$ cat config.mk
export PLATFORM = sky130hd
export DESIGN_NAME = rx_seq_probe
export DESIGN_NICKNAME = d
export VERILOG_FILES = /design/src/common/tx_stats_pkg.sv /design/src/rx_probe/rx_seq_probe.sv
export SDC_FILE = /design/constraint.sdc
export NUM_CORES = 1
export LEC_CHECK = 0
export ABC_AREA = 1
export BUFFER_PORTS_ARGS = -buffer_cell sky130_fd_sc_hd__buf_2
export CAP_MARGIN = 20
export CORE_AREA = 2 2 290 292
export DETAILED_ROUTE_END_ITERATION = 12
export DIE_AREA = 0 0 292 294
export GPL_TIMING_DRIVEN = 0
export HOLD_SLACK_MARGIN = 0.03
export PLACE_DENSITY_LB_ADDON = 0.08
export SKIP_CTS_REPAIR_TIMING = 1
export SLEW_MARGIN = 20
export SYNTH_ARGS = -nofsm -noshare
export SYNTH_HDL_FRONTEND = slang
export SYNTH_SLANG_ARGS = --single-unit
export TNS_END_PERCENT = 5
$ cat constraint.sdc
create_clock -name S_AXI_ACLK -period 6.8 [get_ports S_AXI_ACLK]
set_input_delay 0.68 -clock S_AXI_ACLK [delete_from_list [all_inputs] [get_ports S_AXI_ACLK]]
set_output_delay 0.68 -clock S_AXI_ACLK [all_outputs]
set_load 0.01 [all_outputs]
$ cat src/common/tx_stats_pkg.sv
// widths and header words are fixed here; record and beat layouts assume a 256-bit stream
package tx_stats_pkg;

  ////////////////////////////////////////////////////////////////////////////
  // stream and field widths
  ////////////////////////////////////////////////////////////////////////////

  localparam int DATA_W = 256;
  localparam int STRB_W = DATA_W / 8;
  localparam int USER_W = 128;
  localparam int TS_W   = 64;
  localparam int SEQ_W  = 32;

  // interface number stamped into every record
  localparam int IF_NO = 20;

  ////////////////////////////////////////////////////////////////////////////
  // generator constants
  ////////////////////////////////////////////////////////////////////////////

  // eth dst/src, ethertype 0x8808, ip header up to the first half of the dst address
  // byte 0 of the frame sits in tdata[7:0]
  localparam logic [DATA_W-1:0] TX_HDR_DATA = {8'h00, 32'h0000_0700, 16'h0900,
    32'h0000_0600, 8'h01, 32'h0000_0000, 16'h0200, 16'h0888,
    48'hbbbb_bbbb_bbbb, 48'haaaa_aaaa_aaaa};

  // length 64, source port 1
  localparam logic [USER_W-1:0] TX_HDR_USER = {96'h0, 8'h05, 8'h01, 16'h0040};

  localparam logic [7:0]  PAD_BYTE = 8'hc3;
  // rest of the ip dst address, opens the second beat
  localparam logic [15:0] IP_TAIL  = 16'h0007;

  // second beat layout: ip tail, sequence number, tx stamp, then filler
  localparam int SEQ_LSB = 16;
  localparam int TS_LSB  = 48;

  ////////////////////////////////////////////////////////////////////////////
  // statistics fifo and dma drain
  ////////////////////////////////////////////////////////////////////////////

  // same eth/ip skeleton with the dma-side mac addresses
  localparam logic [DATA_W-1:0] DMA_HDR_DATA = {8'h00, 32'h0000_0700, 16'h0900,
    32'h0000_0600, 8'h01, 32'h0000_0000, 16'h0200, 16'h0008,
    48'hcccc_cccc_cccc, 48'hdddd_dddd_dddd};

  // 800 byte packet to the cpu port
  localparam logic [USER_W-1:0] DMA_HDR_USER = {96'h0, 8'h02, 8'h80, 16'h0320};

  localparam int FIFO_DEPTH       = 30;
  localparam int FIFO_DRAIN_LEVEL = 25;
  localparam int DRAIN_BEATS      = 29;

  // counters sized to hold their top value
  localparam int CNT_W   = $clog2(FIFO_DEPTH + 1);
  localparam int PTR_W   = $clog2(FIFO_DEPTH);
  localparam int DRAIN_W = $clog2(DRAIN_BEATS + 1);

  // record tags
  localparam logic [31:0] REC_MARK = 32'hcafe_cafe;
  localparam logic [15:0] REC_TAG  = 16'hcafe;

  ////////////////////////////////////////////////////////////////////////////
  // types
  ////////////////////////////////////////////////////////////////////////////

  // one stream beat, valid and ready travel beside it
  typedef struct packed {
    logic [DATA_W-1:0] tdata;
    logic [STRB_W-1:0] tstrb;
    logic [USER_W-1:0] tuser;
    logic              tlast;
  } axis_beat_t;

  // generator settings
  typedef struct packed {
    logic [SEQ_W-1:0] gap;
    logic [SEQ_W-1:0] frames;
    logic [SEQ_W-1:0] words;
    logic [SEQ_W-1:0] last_strb;
  } gen_cfg_t;

  // statistics record, msb first
  typedef struct packed {
    logic [15:0]      if_no;
    logic [31:0]      mark;
    logic [TS_W-1:0]  ts_tx;
    logic [TS_W-1:0]  ts_rx;
    logic [SEQ_W-1:0] seq_arr;
    logic [SEQ_W-1:0] seq_exp;
    logic [15:0]      tag;
  } stat_rec_t;

endpackage

$ cat src/rx_probe/rx_seq_probe.sv
// assumes the stream is never stalled and every frame carries its stamp in the second beat
`timescale 1ns/1ns

module rx_seq_probe
  import tx_stats_pkg::*;
(
  input  logic            S_AXI_ACLK,
  input  logic            S_AXI_ARESETN,
  input  logic            clr,
  input  axis_beat_t      s_axis,
  input  logic            s_axis_tvalid,
  input  logic [TS_W-1:0] stamp_counter,
  output logic            rec_wr,
  output stat_rec_t       rec
);

  // wait: next beat is a header, head: next beat is the second, second: rest of frame
  typedef enum logic [1:0] {RX_WAIT, RX_HEAD, RX_SECOND} rx_state_t;

  rx_state_t        state;
  logic [SEQ_W-1:0] rx_count;
  logic             take;

  // second beat of a frame arriving now
  assign take = s_axis_tvalid && (state == RX_HEAD);

  always_ff @(posedge S_AXI_ACLK or negedge S_AXI_ARESETN) begin
    if (!S_AXI_ARESETN) begin
      state    <= RX_WAIT;
      rx_count <= '0;
      rec_wr   <= 1'b0;
    end else if (clr) begin
      state    <= RX_WAIT;
      rx_count <= '0;
      rec_wr   <= 1'b0;
    end else begin
      rec_wr <= take;
      if (take) begin
        rx_count <= rx_count + 1'b1;
      end
      case (state)
        // a single-beat frame carries no stamp and is skipped
        RX_WAIT:   if (s_axis_tvalid && !s_axis.tlast) state <= RX_HEAD;
        RX_HEAD:   if (s_axis_tvalid) state <= s_axis.tlast ? RX_WAIT : RX_SECOND;
        RX_SECOND: if (s_axis_tvalid && s_axis.tlast) state <= RX_WAIT;
        default:   state <= RX_WAIT;
      endcase
    end
  end

  // record built straight from the second beat
  // expected number is the local frame count before the increment
  always_ff @(posedge S_AXI_ACLK) begin
    if (take) begin
      rec.if_no   <= 16'(IF_NO);
      rec.mark    <= REC_MARK;
      rec.ts_tx   <= s_axis.tdata[TS_LSB +: TS_W];
      rec.ts_rx   <= stamp_counter;
      rec.seq_arr <= s_axis.tdata[SEQ_LSB +: SEQ_W];
      rec.seq_exp <= rx_count;
      rec.tag     <= REC_TAG;
    end
  end

endmodule

---- After elaboration in Yosys (flattened, before gate mapping) ----
Index checks and enable logic that the tools add are counted.
word-level totals
  register bits ........................... 227
  input port bits ......................... 485
  output and inout bits ................... 257
  word-level logic and storage cells ...... 29
cells by class
  add/subtract/negate cells ............... 1
  eq/ne operators ......................... 5
  multiplexer cells ....................... 9
  reductions and logical operators ........ 7
operators by type and width
  kind                     number
  $mux W32                 2
  $add A32 B1 Y32 const B  1
  $mux W2                  5
  $ne A3 B3 Y1 const B     3
  $pmux W2 S3              1
  $logic_and A1 B1 Y1      3
  $reduce_and A3 Y1        1
  $eq A2 B1 Y1 const B     1
  $eq A2 B2 Y1 const B     1
  $logic_not A2 Y1         1
  $reduce_bool A2 Y1       1
  $logic_not A1 Y1         1
  $mux W1                  1

---- Logic depth before layout (Yosys ltp) ----
Gate-level depths: netlist of the first run.
  depth in word-level cells ............... 5
  depth in mapped cells ................... 9
  gate-level depth less buffers ........... 9

---- Least setup slack after synthesis of the first run ----
No wires, ideal clock.
  path kind ............................... input port to flip-flop
  start ................................... input port s_axis_tvalid
  end ..................................... register rec[100] (netlist bit) (enable)
  library setup time ...................... 543 ps
  arrival ................................. 4,554 ps
  required time ........................... 6,257 ps
  setup slack ............................. 1,702 ps
  cell stages on the path ................. 2
  buffers on the path ..................... 0
  cell sequence ........................... nand3_4 -> inv_1
between the ends
  cells in the longest elaborated chain, start to end .. 1
ends and longest elaborated chain
  item                 RTL line            source
  start, declared      rx_seq_probe.sv:11  input logic s_axis_tvalid,
  $logic_and A1 B1 Y1  rx_seq_probe.sv:25  assign take = s_axis_tvalid && (state == RX_HEAD);
  via take             rx_seq_probe.sv:22  logic take;
  end, declared        rx_seq_probe.sv:14  output stat_rec_t rec
The timed path passes the listed nets, and every way through them passes these cells.
A chain may end at the register's enable or synchronous reset.

---- Final worst setup path of the first run ----
  start ................................... register state[1]
  end ..................................... register rec[128] (netlist bit) (enable)
between the ends
  cells in the longest elaborated chain, start to end .. 2
ends and longest elaborated chain
  item                    RTL line            source
  start, declared         rx_seq_probe.sv:20  rx_state_t state;
  start signal, assigned  rx_seq_probe.sv:44  RX_HEAD: if (s_axis_tvalid) state <= s_axis.tlast ? RX_WAIT : RX_SECOND;
  $eq A2 B1 Y1            rx_seq_probe.sv:25
  $logic_and A1 B1 Y1     rx_seq_probe.sv:25
  via take                rx_seq_probe.sv:22
The timed path passes the listed nets, and every way through them passes these cells.

==> results_dict.tcl, run 1 <==
set metrics [dict create \
    dieHeight_um 294 \
    report.final.hold_viol_count 0 \
    combPwrFrac_pct 15.1 \
    antenna_found_initial 26 \
    synth_compound_area_share_pct 2.27 \
    clk_transition_reported_paths_ns 0.05 \
    clock_skew_ns 0.0125 \
    globalplace.congestion 0.692 \
    via_count 5778 \
    multi_input_area_um2 1280 \
    ys_seq_area_share_pct 80.0 \
    yosysTopAreaCell "edfxtp_1" \
    areaGrowthSynthToFinish_pct 54.2 \
    start_kind "flip-flop" \
    post-dp-hpwl_um 29100 \
    internal_power_mw 3.00 \
    setup_viol 0 \
    yosys.cell_count.top_type "edfxtp_1" \
    rows 106 \
    clk_path_buf_depth 3 \
    power_density_nw_per_um2 325 \
    core_um2 82900 \
    timing.final.crit_share_pct 29.2 \
    synth_cell_types 24 \
    run_status "finished, final reports clean" \
    viasPerCell 2.74 \
    floorplan.initialDensity_pct 10.0 \
    port_buffers 357 \
    synth-edff-count 192 \
    grt_pass1_wl_um 48000 \
    die_area_um2 85800 \
    synthTopCellsByArea "edfxtp_1, dfrtp_1, buf_4, nand2_1, nor2_1" \
    grt_pass1_vias 5601 \
    grt-ovfl-total 0 \
    synth_top_family_by_area "simple AND/OR/NAND/NOR gates" \
    worstSetupEndpointType "flip-flop" \
    ys_warn_count 0 \
    htreeDepth 2 \
    hp-class "primary input to asynchronous set/reset pin" \
    grt_usage_pct 8.21 \
    cts_sinks 227 \
    synthArstFlopShare_pct 15.4 \
    final_cells 2110 \
    final-seq-area_um2 6640 \
    drt_iter0_drc 247 \
    drt-total-wl_um 36800 \
    synth_top_area_share_pct 69.4 \
    post_route_cells_drive_above_1_share_pct 47.4 \
    synth_mux_area_share_pct 0 \
    layout_min_cycle_time_ns 1.98 \
    power_frac_clock_pct 41.0 \
    hold_slack_ns 0.152 \
    grt_setup_unrepaired "false" \
    final_nets 1491 \
    p_leak_nw 5.20 \
    place_inst 2048 \
    wl_per_cell_um 17.4 \
    syn_area_um2 8310 \
    vdd_drop_max_v 0.000114 \
    critical_path_class "flip-flop to flip-flop" \
    cap_violations 0 \
    drc 0 \
    worst_pin_slew_ns 0.622 \
    ys.flop_type "edfxtp_1" \
    reg2reg_slack_ns 4.82 \
    die_w_um 292 \
    pwr-share-seq_pct 44.0 \
    synthXorXnorAreaFrac_pct 0 \
    wl_met3_um 4140 \
    clock.fmax_ghz 0.504 \
    num_io_pins 742 \
    power_switching_mw 1.16 \
    drt-met1-wl_um 12500 \
    synth_area_per_cell_um2 15.2 \
    synth_common_cells "edfxtp_1, nand2_1, buf_4" \
    wl_met2_um 19200 \
    arrival_ns 2.15 \
    dr.pass1.iters 4 \
    required_ns 6.96 \
    synthSimpleGateAreaFrac_pct 10.1 \
    ys_seq_elements 227 \
    synthAdderAreaFrac_pct 0.151 \
    drv_slew 0 \
    synth_cells 547 \
    fillerInstances 9279 \
    ant_nets 0 \
    cp_max_fo 85 \
    slew_headroom_pct 58.5 \
    netSwitchingFraction_pct 28.0 \
    grt_max_degree 86 \
    numCtsBuffers 35 \
    cts_tree "done" \
    clock_latency_ns 0.53 \
    clock_tree.root_cell "clkbuf_16" \
    highest_layer "met4" \
]
-- routing by layer --
metal  up-vias  global-route usage [%]
met4         0                    2.14
met3        86                    3.97
met1      2641                    8.05
met5         -                       0
li1       2711                       -
met2       340                    15.3
-- layout by cell type, fill, tap and decap left out, types with 2 or more instances in the layout --
cell and n:
nor2_2 3, nand3_1 25, clkbuf_8 2, conb_1 64, o21ai_0 12, clkbuf_16 36
buf_2 356, nand2_2 3, nor3b_1 3, buf_16 2, nand2_4 3, o21a_1 3
clkinv_2 4, diode_2 4, edfxtp_1 192, clkbuf_1 9, nand2_1 72, nor2_4 4
dfrtp_1 35, buf_1 2, clkinv_1 4, inv_1 32, nor3_1 2, nor2_8 2
nor2_1 62, buf_4 65, a21oi_1 20
-- sequential cells by signal, indices dropped and copies added, names as in the netlist --
name      cells
rec         192
rec_wr        1
rx_count     32
state         2
-- kinds of logic (layout without fill, tap and decap cells) --
family	count (synthesis)	count (layout)
compound gates	36	36
fa+ha+maj	1	1
flops	227	227
buf+inv	100	517
other cells	2	68
simple gates	181	181
-- through the flow --
stage / power [mW] / cell area (um^2) / util [%] / worst slack (ns) / TNS [ns]
after detailed placement: 2.53 / 11700 / 14.2 / 4.49 / 0
after global placement: 2.59 / 11700 / 14.1 / -1.39 / -260.81
final: 4.16 / 12800 / 15.5 / 4.82 / 0
after floorplan: 2.16 / 8540 / - / 1.70 / 0
after global routing: 4.42 / 12800 / 15.4 / 4.70 / 0
after CTS: 4.32 / 12800 / 15.4 / 4.80 / 0
-- power groups by stage --
stage,sequential (mW),clock [mW],combinational [mW]
after global placement,1.95,0,0.640
final,1.83,1.71,0.627
after CTS,1.84,1.82,0.663
after detailed placement,1.86,0,0.662
after global routing,1.85,1.87,0.695
after floorplan,2.00,0,0.162
-- critical path, cell delays in order (launching register included) --
cell and delay, ns:
dfrtp_1 0.39, inv_1 0.13, nand3_4 0.22, inv_8 0.32
buf_16 0.32
-- final cells by class --
class	count	area share [%]
Inverter	33	1.03
Timing Repair Buffer	359	14.4
Tap cell	1080	10.6
Clock buffer	46	7.48
Clock inverter	12	0.762
Buffer	67	3.84
Antenna cell	4	0.0781
Multi-Input combinational cell	282	10.0
Sequential cell	227	51.9
-- path summary, 6_finish.rpt --
path / startpoint / to / cells after the start
worst max-delay path: state[1]$_DFFE_PN0P_ / rec[128]$_DFFE_PP_ / 4
worst min-delay path: S_AXI_ARESETN / rx_count[27]$_DFFE_PN0P_ / 1
worst max register to register: state[1]$_DFFE_PN0P_ / rec[128]$_DFFE_PP_ / 4
worst min register to register: rx_count[5]$_DFFE_PN0P_ / rec[21]$_DFFE_PP_ / 0
max in group asynchronous: S_AXI_ARESETN / rx_count[7]$_DFFE_PN0P_ / 1
min in group S_AXI_ACLK: s_axis[206] / rec[77]$_DFFE_PP_ / 1
Note: power is estimated with default switching activity, not from simulation.
==> inputs of run 2 (changes only) <==
- ABC_AREA: 1 -> 0
- clock period: 6.8 -> 1.65 ns (I/O delays scaled with it)
==> results_dict.tcl, run 2 <==
set metrics [dict create \
    hold_slack_ns 0.127 \
    grt_use_met3_pct 3.07 \
    grt_use_met1_pct 6.67 \
    layout_min_cycle_time_ns 2.05 \
    synth_cells 449 \
    synth_top_area_share_pct 71.5 \
    via_count 6190 \
    power_density_nw_per_um2 969 \
    drc 0 \
    worstSetupEndpointType "flip-flop" \
    synthTopCellsByArea "edfxtp_1, dfrtp_1, buf_4, a21oi_1, or4_1" \
    clock_tree.root_cell "clkbuf_16" \
    final_cell_mix "buf_2, edfxtp_1, dlygate4sd3_1" \
    hp-class "primary input to asynchronous set/reset pin" \
    vdd_drop_max_v 0.000782 \
    htreeDepth 1 \
    worst_slack_ns -0.398 \
    crit_start "rx_count[9]$_DFFE_PN0P_" \
    crit_path_top_delay_cell "or4_4" \
    port_buffers 357 \
    cp_num_cells 5 \
    path_delay_family "simple AND/OR/NAND/NOR gates" \
    fillerInstances 9147 \
    drt_iter0_drc 142 \
    synthSimpleGateAreaFrac_pct 6.15 \
    path_cells "nand4_4, or4_4, buf_8, or4_1, a21oi_2" \
    viasPerCell 2.80 \
    die_w_um 292 \
    synth_area_per_cell_um2 18.0 \
    floorplan.initialDensity_pct 9.73 \
    top_usage_layer "met2" \
    clock_skew_ns 0.00938 \
    core_um2 82900 \
    synthAdderAreaFrac_pct 0.155 \
    dieHeight_um 294 \
    timing.final.crit_share_pct 124 \
    ys_seq_area_share_pct 82.4 \
    violations "negative setup slack" \
    synthArstFlopShare_pct 15.4 \
    power_mw 14.3 \
    final_nets 1590 \
    antenna_found_initial 22 \
    ys_seq_elements 227 \
    reg2reg_slack_ns -0.40 \
    r2r_start "rx_count[9]$_DFFE_PN0P_" \
    syn_area_um2 8060 \
    post_route_cells_drive_above_1_share_pct 48.0 \
    reg_top3 "rec: 192 flops, rx_count: 32 flops, state: 2 flops" \
    critPathBufInv 1 \
    dr.pass1.iters 4 \
    layout_commonest_cell "buf_2" \
    largest_reg_flops 192 \
    cpPeakStageDelay_ns 0.60 \
    cap_violations 0 \
    dp_slack_ns -0.914 \
    synth_mux_area_share_pct 0.543 \
    wl_per_cell_um 16.9 \
    slew_headroom_pct 49.1 \
    ys_warn_count 0 \
    num_io_pins 742 \
    numCtsBuffers 31 \
    ys.flop_type "edfxtp_1" \
    synth_compound_area_share_pct 2.95 \
    clock.fmax_ghz 0.488 \
    worst_pin_slew_ns 0.764 \
    critical_path_class "flip-flop to flip-flop" \
    clk_transition_reported_paths_ns 0.06 \
    yosysTopAreaCell "edfxtp_1" \
    utilization_pct 17.8 \
    cts_sinks 227 \
    die_area_um2 85800 \
    synth_cell_types 36 \
    crit_path_end "rx_count[27]$_DFFE_PN0P_" \
    regMostFlops "rec" \
    areaGrowthSynthToFinish_pct 82.8 \
    p_leak_nw 5.96 \
    cts_tree "done" \
    report.final.hold_viol_count 0 \
    run_status "finished with violations" \
    grt_setup_unrepaired "true" \
    cp_max_fo 6 \
    reg2reg_depth 5 \
    grt-ovfl-total 0 \
    synthXorXnorAreaFrac_pct 0.978 \
    post-dp-hpwl_um 26700 \
    start_kind "flip-flop" \
    fin_tns_setup_ns -12.61 \
    synth-edff-count 192 \
    grt_pass1_wl_um 45300 \
    required_ns 2.16 \
    synth_common_cells "edfxtp_1, buf_4, dfrtp_1" \
    met2_usage_pct 15.6 \
    rows 106 \
    drv_slew 0 \
    drt-total-wl_um 37500 \
    clk_path_buf_depth 3 \
    grt_pass1_vias 5370 \
    r2r-end "rx_count[27]$_DFFE_PN0P_" \
    grt_max_degree 109 \
    globalplace.congestion 0.692 \
    grt_usage_pct 7.65 \
    synth_top_family_by_area "buffers and inverters" \
    arrival_ns 2.56 \
    setup_viol 103 \
    yosys.cell_count.top_type "edfxtp_1" \
    ant_nets 0 \
    clock_latency_ns 0.59 \
]
==> run 2: worst min path at each step <==
stage,from,endpoint,cells after the start
floorplan,S_AXI_ARESETN,rec_wr$_DFF_PN0_,0
global placement,s_axis[255],rec[190]$_DFFE_PP_,1
detailed placement,s_axis[234],rec[169]$_DFFE_PP_,1
CTS,s_axis[253],rec[188]$_DFFE_PP_,1
global route,S_AXI_ARESETN,rx_count[28]$_DFFE_PN0P_,2
finish,S_AXI_ARESETN,rx_count[28]$_DFFE_PN0P_,2
==> run 2: logic make-up after synthesis <==
kind of cell             after synthesis
flip-flops                           227
AND/OR/NAND/NOR                       86
other                                  2
multiplexers                           4
AO/OA/AOI/OAI                         41
buffers and inverters                 79
XOR/XNOR                               9
adder cells (fa/ha/maj)                1
==> run 2: layout make-up <==
type	count	area [um^2]	area share, %
Multi-Input combinational cell	205	1250	8.48
Clock buffer	39	806	5.47
Sequential cell	227	6650	45.1
Buffer	73	553	3.75
Tap cell	1080	1350	9.17
Antenna cell	9	22.5	0.153
Clock inverter	15	178	1.21
Timing Repair Buffer	561	3900	26.4
Inverter	5	31.3	0.212
==> run 2: power breakdown <==
part / total (mW) / internal (mW) / switching (mW)
combinational: 1.14 / 0.618 / 0.523
sequential: 6.39 / 6.36 / 0.0291
clock: 6.75 / 4.03 / 2.72
total: 14.3 / 11.0 / 3.27
==> run 2: routing by layer <==
layer	up-vias	share of wire [%]
met2	301	56
met4	2	2.5
met1	2915	33
li1	2898	-
met5	-	0.029
met3	74	8.4
==> run 2: through the flow <==
step	instances	instance area (um^2)
finish	2214	14700
global route	2206	14700
CTS	2003	12500
detailed placement	1949	11500
global placement	1948	11500
floorplan	511	8340
