$ cat config.mk
export PLATFORM = sky130hd
export DESIGN_NAME = stat_dma_drain
export DESIGN_NICKNAME = d
export VERILOG_FILES = /design/src/common/tx_stats_pkg.sv /design/src/stats/stat_dma_drain.sv
export SDC_FILE = /design/constraint.sdc
export NUM_CORES = 1
export LEC_CHECK = 0
export ABC_AREA = 1
export ABC_CLOCK_PERIOD_IN_PS = 1700
export BUFFER_PORTS_ARGS = -buffer_cell sky130_fd_sc_hd__buf_4
export CAP_MARGIN = 20
export CELL_PAD_IN_SITES_DETAIL_PLACEMENT = 0
export CELL_PAD_IN_SITES_GLOBAL_PLACEMENT = 1
export CORE_AREA = 3 3 263 265
export CTS_CLUSTER_DIAMETER = 40
export DETAILED_ROUTE_END_ITERATION = 8
export DIE_AREA = 0 0 266 268
export PLACE_DENSITY = 0.52
export RECOVER_POWER = 100
export SYNTH_ARGS = -nofsm -noshare
export SYNTH_HDL_FRONTEND = slang
export SYNTH_SLANG_ARGS = --single-unit
$ cat constraint.sdc
create_clock -name S_AXI_ACLK -period 1.7 [get_ports S_AXI_ACLK]
set_input_delay 0.085 -clock S_AXI_ACLK [delete_from_list [all_inputs] [get_ports S_AXI_ACLK]]
set_output_delay 0.085 -clock S_AXI_ACLK [all_outputs]
set_load 0.01 [all_outputs]
$ cat src/common/tx_stats_pkg.sv
// widths and header words are fixed here; record and beat layouts assume a 256-bit stream
package tx_stats_pkg;

  ////////////////////////////////////////////////////////////////////////////
  // stream and field widths
  ////////////////////////////////////////////////////////////////////////////

  localparam int DATA_W = 256;
  localparam int STRB_W = DATA_W / 8;
  localparam int USER_W = 128;
  localparam int TS_W   = 64;
  localparam int SEQ_W  = 32;

  // interface number stamped into every record
  localparam int IF_NO = 20;

  ////////////////////////////////////////////////////////////////////////////
  // generator constants
  ////////////////////////////////////////////////////////////////////////////

  // eth dst/src, ethertype 0x8808, ip header up to the first half of the dst address
  // byte 0 of the frame sits in tdata[7:0]
  localparam logic [DATA_W-1:0] TX_HDR_DATA = {8'h00, 32'h0000_0700, 16'h0900,
    32'h0000_0600, 8'h01, 32'h0000_0000, 16'h0200, 16'h0888,
    48'hbbbb_bbbb_bbbb, 48'haaaa_aaaa_aaaa};

  // length 64, source port 1
  localparam logic [USER_W-1:0] TX_HDR_USER = {96'h0, 8'h05, 8'h01, 16'h0040};

  localparam logic [7:0]  PAD_BYTE = 8'hc3;
  // rest of the ip dst address, opens the second beat
  localparam logic [15:0] IP_TAIL  = 16'h0007;

  // second beat layout: ip tail, sequence number, tx stamp, then filler
  localparam int SEQ_LSB = 16;
  localparam int TS_LSB  = 48;

  ////////////////////////////////////////////////////////////////////////////
  // statistics fifo and dma drain
  ////////////////////////////////////////////////////////////////////////////

  // same eth/ip skeleton with the dma-side mac addresses
  localparam logic [DATA_W-1:0] DMA_HDR_DATA = {8'h00, 32'h0000_0700, 16'h0900,
    32'h0000_0600, 8'h01, 32'h0000_0000, 16'h0200, 16'h0008,
    48'hcccc_cccc_cccc, 48'hdddd_dddd_dddd};

  // 800 byte packet to the cpu port
  localparam logic [USER_W-1:0] DMA_HDR_USER = {96'h0, 8'h02, 8'h80, 16'h0320};

  localparam int FIFO_DEPTH       = 30;
  localparam int FIFO_DRAIN_LEVEL = 25;
  localparam int DRAIN_BEATS      = 29;

  // counters sized to hold their top value
  localparam int CNT_W   = $clog2(FIFO_DEPTH + 1);
  localparam int PTR_W   = $clog2(FIFO_DEPTH);
  localparam int DRAIN_W = $clog2(DRAIN_BEATS + 1);

  // record tags
  localparam logic [31:0] REC_MARK = 32'hcafe_cafe;
  localparam logic [15:0] REC_TAG  = 16'hcafe;

  ////////////////////////////////////////////////////////////////////////////
  // types
  ////////////////////////////////////////////////////////////////////////////

  // one stream beat, valid and ready travel beside it
  typedef struct packed {
    logic [DATA_W-1:0] tdata;
    logic [STRB_W-1:0] tstrb;
    logic [USER_W-1:0] tuser;
    logic              tlast;
  } axis_beat_t;

  // generator settings
  typedef struct packed {
    logic [SEQ_W-1:0] gap;
    logic [SEQ_W-1:0] frames;
    logic [SEQ_W-1:0] words;
    logic [SEQ_W-1:0] last_strb;
  } gen_cfg_t;

  // statistics record, msb first
  typedef struct packed {
    logic [15:0]      if_no;
    logic [31:0]      mark;
    logic [TS_W-1:0]  ts_tx;
    logic [TS_W-1:0]  ts_rx;
    logic [SEQ_W-1:0] seq_arr;
    logic [SEQ_W-1:0] seq_exp;
    logic [15:0]      tag;
  } stat_rec_t;

endpackage

$ cat src/stats/stat_dma_drain.sv
// one packet per crossing of the drain level; stops early once the fifo holds a single record
`timescale 1ns/1ns

module stat_dma_drain
  import tx_stats_pkg::*;
(
  input  logic             S_AXI_ACLK,
  input  logic             S_AXI_ARESETN,
  input  logic             clr,
  input  logic [CNT_W-1:0] fill_count,
  input  stat_rec_t        rec_head,
  output logic             rec_rd,
  output axis_beat_t       beat,
  output logic             tvalid,
  input  logic             tready
);

  typedef enum logic [1:0] {DR_WAIT, DR_HEAD, DR_REC} drain_state_t;

  drain_state_t       state;
  logic [DRAIN_W-1:0] rec_cnt;
  logic               first;
  logic               out_free;
  logic               last_rec;

  assign out_free = !tvalid || tready;

  // packet full, or the record being taken empties the fifo
  assign last_rec = (rec_cnt == DRAIN_W'(DRAIN_BEATS - 1)) || (fill_count == CNT_W'(1));

  // pop as the record moves into the output register
  assign rec_rd = (state == DR_REC) && out_free;

  ////////////////////////////////////////////////////////////////////////////
  // packet FSM
  ////////////////////////////////////////////////////////////////////////////

  always_ff @(posedge S_AXI_ACLK or negedge S_AXI_ARESETN) begin
    if (!S_AXI_ARESETN) begin
      state   <= DR_WAIT;
      rec_cnt <= '0;
      first   <= 1'b0;
      tvalid  <= 1'b0;
    end else if (clr) begin
      state   <= DR_WAIT;
      rec_cnt <= '0;
      first   <= 1'b0;
      tvalid  <= 1'b0;
    end else begin
      if (out_free) begin
        tvalid <= 1'b0;
      end
      case (state)
        DR_WAIT: begin
          if (fill_count >= CNT_W'(FIFO_DRAIN_LEVEL)) begin
            state <= DR_HEAD;
          end
        end
        DR_HEAD: begin
          // waits here until the last beat of the previous packet has gone
          if (out_free) begin
            tvalid  <= 1'b1;
            rec_cnt <= '0;
            first   <= 1'b1;
            state   <= DR_REC;
          end
        end
        DR_REC: begin
          if (out_free) begin
            tvalid <= 1'b1;
            first  <= 1'b0;
            if (last_rec) begin
              state <= DR_WAIT;
            end else begin
              rec_cnt <= rec_cnt + 1'b1;
            end
          end
        end
        default: state <= DR_WAIT;
      endcase
    end
  end

  ////////////////////////////////////////////////////////////////////////////
  // output beat
  ////////////////////////////////////////////////////////////////////////////

  always_ff @(posedge S_AXI_ACLK) begin
    if (out_free && state == DR_HEAD) begin
      beat.tdata <= DMA_HDR_DATA;
      beat.tuser <= DMA_HDR_USER;
      beat.tstrb <= '1;
      beat.tlast <= 1'b0;
    end else if (out_free && state == DR_REC) begin
      // first record beat finishes the ip dst address of the header
      beat.tdata <= first ? {rec_head[DATA_W-1:16], IP_TAIL} : rec_head;
      beat.tuser <= '0;
      beat.tstrb <= '1;
      beat.tlast <= last_rec;
    end
  end

endmodule

# Word level (Yosys, flattened, before mapping)
# Index checks and enable logic that the tools add are counted.
[totals] ff_bits=271
[op_classes] addsub=1 order_cmp=1 eq_ne=9 muxes=20 reduce_logical=11
[ops] operator="$mux W5" count=4
[ops] operator="$mux W16" count=1
[ops] operator="$ne A3 B3 Y1 const B" count=5
[ops] operator="$mux W2" count=5
[ops] operator="$pmux W5 S2" count=1
[ops] operator="$reduce_and A4 Y1" count=2
[ops] operator="$mux W1" count=7
[ops] operator="$pmux W2 S3" count=1
[ops] operator="$add A5 B1 Y5 const B" count=1
[ops] operator="$eq A5 B1 Y1 const B" count=1
[ops] operator="$eq A5 B5 Y1 const B" count=1
[ops] operator="$ge A5 B5 Y1 const B" count=1
[ops] operator="$reduce_and A3 Y1" count=1
[ops] operator="$reduce_bool A3 Y1" count=1
[ops] operator="$eq A2 B1 Y1 const B" count=1
[ops] operator="$eq A2 B2 Y1 const B" count=1
[ops] operator="$logic_and A1 B1 Y1" count=2
[ops] operator="$logic_not A2 Y1" count=1
[ops] operator="$logic_or A1 B1 Y1" count=2
[ops] operator="$pmux W1 S2" count=1
[ops] operator="$reduce_or A2 Y1" count=1
[ops] operator="$logic_not A1 Y1" count=1

# Longest topological paths before layout
# Gate-level depths: netlist (run 1).
[logic_depth] ltp_word=6 ltp_mapped=10 mapped_depth_nobuf=9

# Least setup slack after synthesis (run 1)
# OpenSTA, ideal clock, no wires.
[synth_timing] path_kind="register to register" startpoint="reg state[0]" endpoint="reg beat[168] (netlist name)" arrival_ns=1.346 slack_ns=0.238 path_stages_with_launch=10 n_path_buf=2 synth_period_minus_slack_ns=1.462 cell_sequence="dfrtp_1 > inv_1 > ha_1 > inv_2 > nor2_4 > inv_2 > buf_4 > buf_6 > a21oi_1 > nand2_1"
[synth_between] elab_chain_cells=2 word_cells_on_any_way=4 classes_between="eq/ne: 2; reduce/logical: 2"
[synth_rtl] item="start: declaration" line="stat_dma_drain.sv:20" text="drain_state_t state;"
[synth_rtl] item="start signal: assignment" line="stat_dma_drain.sv:40" text="state <= DR_WAIT;"
[synth_rtl] item="start signal: assignment" line="stat_dma_drain.sv:45" text="state <= DR_WAIT;"
[synth_rtl] item="start signal: assignment" line="stat_dma_drain.sv:56" text="state <= DR_HEAD;"
[synth_rtl] item="$eq A2 B2 Y1 or $eq A2 B1 Y1 (tied branches)" line="stat_dma_drain.sv:94, stat_dma_drain.sv:89"
[synth_rtl] item="$logic_and A1 B1 Y1 (on tied branches)" line="stat_dma_drain.sv:94, stat_dma_drain.sv:89"
[synth_rtl] item="end: declaration" line="stat_dma_drain.sv:13" text="output axis_beat_t beat,"
# Parallel ways exist; a longest one is shown, timed or not.
# A chain may end at the register's enable or synchronous reset.

# Worst setup path after layout (run 1)
[layout_timing] startpoint="reg state[1]" endpoint="out rec_rd"
[layout_between] elab_chain_cells=2
[layout_rtl] item="$eq A2 B2 Y1" line="stat_dma_drain.sv:32" text="assign rec_rd = (state == DR_REC) && out_free;"
[layout_rtl] item="$logic_and A1 B1 Y1" line="stat_dma_drain.sv:32"
[layout_rtl] item="end: declaration" line="stat_dma_drain.sv:12" text="output logic rec_rd,"
# No other way between the ends.

==> run metrics, run 1 <==
wirelength, routed 47200 microns; cell type of the slowest stage on the worst timing path sky130_fd_sc_hd__dfrtp_2; insertion delay to the later sink of the worst-skew pair between 500 and 600 ps; die span in x between 200 and 300 microns; # rows 95; sequential cell fraction of total power a little over a quarter; combinational group share of total power about 36%; IR drop worst, VDD approximately 700 uV; number of slew-limit violations in the final report 0; crit path DAT about 1600 ps; cell at the root of the clock tree sky130_fd_sc_hd__clkbuf_16; worst path cell trace ha_4 -> inv_4 -> nor2_4 -> buf_12 -> buf_16 -> buf_6; sequential fraction of the synthesis area about half; total number of vias approximately 12000; Multi-input gate area roughly 4200 sq um; achievable frequency between 500 and 600 MHz; setup slack of the critical path after layout -16.3 ps; remaining routing DRC violations 0; clock-pin transition on the worst setup and hold timing paths around 40 ps; Int Power 23.3 mW; vias per cell between 3 and 4; initial core utilization between 10% and 20%; maximum buffer depth of the clock tree 3; Post-Route Hold Slack approximately 11 ps; violated checks setup timing; maximum number of pins on one net before global-route repair 42; power dissipated by switching net loads between 10 and 15 mW; antenna viol nets, final 0; startpoint class of the critical path flip-flop; Data required, critical path roughly 1600 ps; pre-CTS worst setup slack -24.8 ps; RD Place Congestion 0.782; clk_skew approximately 22 ps; Lkg Pwr 9.27 nW; area of the die between 70000 and 80000 sq um; Filler Cell Count 7326; count of buffers inserted at the top-level ports 528; antenna diode count 0; CTS buffer count ~70; critical path class flip-flop to output pin; routed len/inst between 10 and 15 microns; post-detail-place hpwl 32500 microns; Iter 0 DRT Violations 500; final critical-path share of the clock period 101%; total overflow reported by the global router 0; global-route wire length before repair roughly 66000 microns; count of pins on the block boundary between 600 and 700; final number of setup-violating endpoints 1; Ys Warns 0; area occupied by registers ~5400 sq um; unrepaired setup endpoints after global routing yes; vias in the first global route about 12000; post-synthesis area per instance ~8 sq um; minimum clock period after layout roughly 1700 ps; Hold WC Path Type primary input to flip-flop; Layout Utilization approximately 30%; largest delay contributor family on the critical path flip-flops; delay contributed by the slowest stage of the critical path 430 ps; fraction of final layout cells sized beyond drive strength 1 between 20% and 30%; TritonCTS sink count 267; Final Hold Fails 0; outcome finished, violations left; standard cell core area ~67000 sq um; 1st-pass router iterations 5; library cells used by synthesis 25; H-tree levels 3; Critical path buffers and inverters 4; Post-layout nets ~2500; gate count after technology mapping between 1000 and 1500; share of total power in the clock network 37.2%; Max-Cap Viols 0; die height ~270 microns; Critical Path End Type output pin; layout overhead on the synthesized area 86.3%; switching portion of total power ~35%; Power per Cell Area between 1500 and 2000 nW/um^2; Total Routing Usage GR 11.7%; antenna violations before repair 1; worst reg-to-reg setup slack roughly 50 ps; number of storage elements in the synthesis netlist ~270; summed instance area of the synthesized netlist 10800 sq um; TritonCTS clock tree done; maximum fanout along the worst path 3
## worst reg2reg max path, stage by stage (launching register included)
cell,delay (ps)
sky130_fd_sc_hd__dfrtp_2,430
sky130_fd_sc_hd__ha_4,180
sky130_fd_sc_hd__inv_4,60
sky130_fd_sc_hd__nor2_4,40
sky130_fd_sc_hd__buf_12,130
sky130_fd_sc_hd__buf_6,160
sky130_fd_sc_hd__bufbuf_16,320
sky130_fd_sc_hd__o22ai_1,150
sky130_fd_sc_hd__nand2_1,60
## final timing paths
path,startpoint,to,depth (start not counted)
min reg2reg,beat[180],beat[180],2
min in group asynchronous,S_AXI_ARESETN,rec_cnt[3],3
max reg2reg,state[1],beat[161],8
min,tready,state[1],5
max in group asynchronous,S_AXI_ARESETN,state[1],3
max,state[1],rec_rd,6
## cells by family (layout without fill, tap and decap cells)
family | after synthesis | after routing | synth area share (%)
other | 2 | 155 | 0.0697
adders and majority gates | 6 | 6 | 0.697
xor gates and xnor gates | 2 | 2 | 0.163
buffers and inverters | 261 | 1029 | 16.7
DFF | 267 | 267 | 50.1
AOI/OAI and AO/OA | 201 | 201 | 9.39
and+or+nand+nor | 627 | 627 | 23.0
## area by class of cell
cell class	count	area share (%)
clock buffers	90	9.55
clock inverters	35	2.46
inverters	19	0.468
multi-input cells	991	20.9
flip-flops and latches	267	26.9
well taps	873	5.44
repair buffers	881	34.1
repair inverters	4	0.231
## through the flow
step | total power [mW] | cell area (sq um) | setup TNS, ps | cells
floorplan | 16.1 | 11300 | 0 | 1519
global placement | 22.2 | 15400 | 0 | 2744
detailed placement | 22.3 | 15400 | -52.7 | 2744
global route | 38.6 | 20100 | -2030 | 3160
CTS | 36.8 | 20500 | -506 | 3135
finish | 36.0 | 20100 | -16.3 | 3160
## per-layer routing
layer	share of wire [%]	wire length, microns	track usage [%]	vias up
met5	0.025	12	0	-
met3	7.0	3330	3.76	99
met4	3.7	1730	6.28	2
li1	-	-	-	5803
met2	49	23200	19.9	436
met1	40	19000	13.0	5322
## cells in the mapped netlist (all sizes together)
master / count / area [sq um]
nor2: 379 / 1450
nand2: 177 / 667
nand4: 3 / 18.8
conb: 2 / 7.51
buf: 232 / 1680
o21ai: 185 / 926
clkbuf: 10 / 38.8
or2: 1 / 6.26
a21oi: 13 / 65.1
dfxtp: 258 / 5160
inv: 19 / 76.3
xnor2: 2 / 17.5
o211ai: 1 / 7.51
dfrtp: 9 / 225
nand3: 67 / 335
o22ai: 2 / 12.5
ha: 6 / 75.1
## timing repair
action	in CTS	in global routing
setup buffers	5	7
cloned	1	18
endpoints found under the setup margin	16	206
pin swaps	2	0
hold endpoints to repair	273	0
hold buffers	260	0
gates resized for setup	7	32
## state kept, by name (all words and copies together) (netlist names)
register,flops
tvalid,1
rec_cnt,5
state,2
beat,258
first,1
## cell usage in the layout (no fill, tap or decap), drive strengths merged
cell type    instances
a21oi               13
buf                345
bufbuf               1
bufinv               9
clkbuf             365
clkinv              16
clkinvlp             8
conb               155
dfrtp                9
dfxtp              258
dlygate4sd3        260
ha                   6
inv                 25
nand2              177
nand3               67
nand4                3
nor2               379
o211ai               1
o21ai              185
o22ai                2
or2                  1
xnor2                2
## power groups by stage
stage	Clock (mW)	Combinational, mW	Sequential [mW]
finish	13.4	13.0	9.66
global route	14.2	14.5	9.91
CTS	13.9	13.2	9.71
detailed placement	0	12.5	9.77
global placement	0	12.4	9.76
floorplan	0	5.55	10.6
Note: power is estimated with default switching activity, not from simulation.
==> run 2: changes to the inputs <==
Settings changed: CELL_PAD_IN_SITES_DETAIL_PLACEMENT 0 to 2, CELL_PAD_IN_SITES_GLOBAL_PLACEMENT 1 to 2, CORE_AREA 3 3 263 265 to 3 3 269 271, DIE_AREA 0 0 266 268 to 0 0 272 274, PLACE_DENSITY 0.52 to 0.62.
==> run 2 against run 1 <==
  * Clock skew is 8.8 ps higher
  * Utilization hardly changed
  * Total power is 5.5% higher
  * Via count is 7.3% higher
  * Combinational power is 14% higher
  * Sequential power is 2.8% higher
  * Sequential share of layout area is 1.1 points lower
  * Sequential cell count stayed put
  * Fmax is 5.3% lower
  * The run still ends with setup timing left
  * Global-route usage is 3.1 points higher
  * Hold slack better by 48 ps
  * Critical path depth is 5 higher
==> run metrics, run 2 (synthesized netlist as in run 1, its figures left out) <==
outcome finished, violations left; violated checks setup timing; crit path DAT about 2200 ps; CTS buffer count 67; antenna viol nets, final 0; minimum clock period after layout between 1500 and 2000 ps; routed len/inst 19.6 microns; die height between 200 and 300 microns; final critical-path share of the clock period 107%; H-tree levels 3; total overflow reported by the global router 0; Post-layout nets 2500; final number of setup-violating endpoints about 130; pre-CTS worst setup slack -103 ps; Critical Path End Type flip-flop; setup slack of the critical path after layout -112 ps; maximum fanout along the worst path 11; initial core utilization 15.4%; number of flip-flops in the largest register 258; critical path class flip-flop to flip-flop; clock-pin transition on the worst setup and hold timing paths 40 ps; TritonCTS clock tree done; global-route wire length before repair 85900 microns; startpoint of the most critical setup path state[0]; slew at the pin closest to its max-slew limit about 530 ps; remaining routing DRC violations 0; standard cell core area 70000 sq um; count of buffers inserted at the top-level ports approximately 530; maximum buffer depth of the clock tree 3; Lkg Pwr approximately 9.4 nW; worst reg-to-reg setup slack -110 ps; count of pins on the block boundary 684; cell at the root of the clock tree sky130_fd_sc_hd__clkbuf_16; launch instance of the worst register-to-register path state[0]; TritonCTS sink count between 200 and 300; achievable frequency 552 MHz; hold-critical path depth 7; vias per cell about 3.9; # rows 97; IR drop worst, VDD 645 uV; insertion delay to the later sink of the worst-skew pair 580 ps; Total Routing Usage GR between 10 and 15%; most used cells in the layout excluding fill and tap cells sky130_fd_sc_hd__buf_4, sky130_fd_sc_hd__clkbuf_1, sky130_fd_sc_hd__dlygate4sd3_1; clk_skew about 31 ps; layout overhead on the synthesized area 94.5%; startpoint class of the critical path flip-flop; Layout Utilization 29.9%; antenna violations before repair 3; Iter 0 DRT Violations between 300 and 400; maximum number of pins on one net before global-route repair 34; Final Hold Fails 0; RD Place Congestion slightly below 0.9; fraction of final layout cells sized beyond drive strength 1 between 20% and 30%; Reg with most FFs beat; Max-slew headroom around 64%; commonest non-fill, non-tap cell in the layout sky130_fd_sc_hd__buf_4; 1st-pass router iterations 6; unrepaired setup endpoints after global routing yes; worst hold start fill_count[0]; total design power between 30 and 40 mW; post-detail-place hpwl ~37000 microns; Max-Cap Viols 0; die span in x between 200 and 300 microns; Data required, critical path between 2000 and 2500 ps; number of slew-limit violations in the final report 0; Hold WC Path Type primary input to flip-flop; Power per Cell Area around 1800 nW/um^2; wirelength, routed about 63000 microns; total number of vias 12500; vias in the first global route 14100; Reg2Reg Depth 11; area of the die 74500 sq um; biggest regs beat: 258 flops, rec_cnt: 5 flops, state: 2 flops
==> run 2: cell count changes in the layout (fill, tap and decap cells not counted), moves of 15 or more <==
cell	change
sky130_fd_sc_hd__nor2_4	+44
sky130_fd_sc_hd__nor2_1	-115
sky130_fd_sc_hd__buf_4	-15
sky130_fd_sc_hd__o21ai_0	-21
sky130_fd_sc_hd__nor2_2	+71
sky130_fd_sc_hd__o21ai_2	+15
==> run 2: report_power, final <==
group	total, mW	switching (mW)	internal [mW]
Sequential	9.93	1.36	8.57
Clock	13.3	4.17	9.10
Combinational	14.8	8.94	5.90
Total	38.0	14.5	23.6
==> run 2: worst paths after layout <==
| path | endpoint |
|---|---|
| max | beat[337] |
| min | state[1] |
| max reg2reg | beat[337] |
| min reg2reg | beat[255] |
| max in group asynchronous | state[1] |
| min in group asynchronous | rec_cnt[0] |
==> run 2: area by class of cell <==
class | count | area [sq um]
timing repair buffer | 883 | 7120
multi-input combinational | 991 | 4790
sequential | 267 | 5390
antenna | 2 | 5.00
fill | 8114 | 49100
inverter | 19 | 104
clock inverter | 30 | 403
tap | 940 | 1180
clock buffer | 89 | 1950
==> run 2: metal layers <==
layer | up-vias | wire length (microns) | global-route usage, %
met5 | - | 0 | 0
met4 | 0 | 2420 | 5.68
met3 | 134 | 3730 | 4.24
met2 | 476 | 34200 | 28.3
met1 | 6105 | 22800 | 15.2
li1 | 5793 | - | -
==> run 2: timing repair <==
item / 4_1_cts / 5_1_grt
hold buffers: 261 / 0
endpoints found under the hold margin: 270 / 0
setup endpoints to repair: 143 / 262
pin swaps: 4 / 4
buffers inserted: 10 / 7
gates resized for setup: 30 / 242
cloned: 5 / 14
==> run 2: metrics by stage <==
| step | TNS (ps) | hold WS [ps] | std cells | area, sq um |
|---|---|---|---|---|
| finish | -3840 | 59.3 | 3221 | 20900 |
| global route | -25240 | 86.0 | 3221 | 20900 |
| CTS | -544 | 13.5 | 3199 | 20800 |
| detailed placement | -2780 | -68.4 | 2804 | 15500 |
| global placement | -261 | -74.0 | 2804 | 15500 |
| floorplan | 0 | -211 | 1519 | 11300 |
==> run 2: worst max-delay path, cell delays in order, from the launching register on <==
cell                        delay, ps
sky130_fd_sc_hd__dfrtp_1          390
sky130_fd_sc_hd__inv_2             80
sky130_fd_sc_hd__ha_4             140
sky130_fd_sc_hd__inv_4             40
sky130_fd_sc_hd__nor2_4           160
sky130_fd_sc_hd__buf_8            140
sky130_fd_sc_hd__buf_12           110
sky130_fd_sc_hd__inv_12            50
sky130_fd_sc_hd__buf_16           160
sky130_fd_sc_hd__clkbuf_16        210
sky130_fd_sc_hd__nor2_4           100
sky130_fd_sc_hd__nor2_1            70
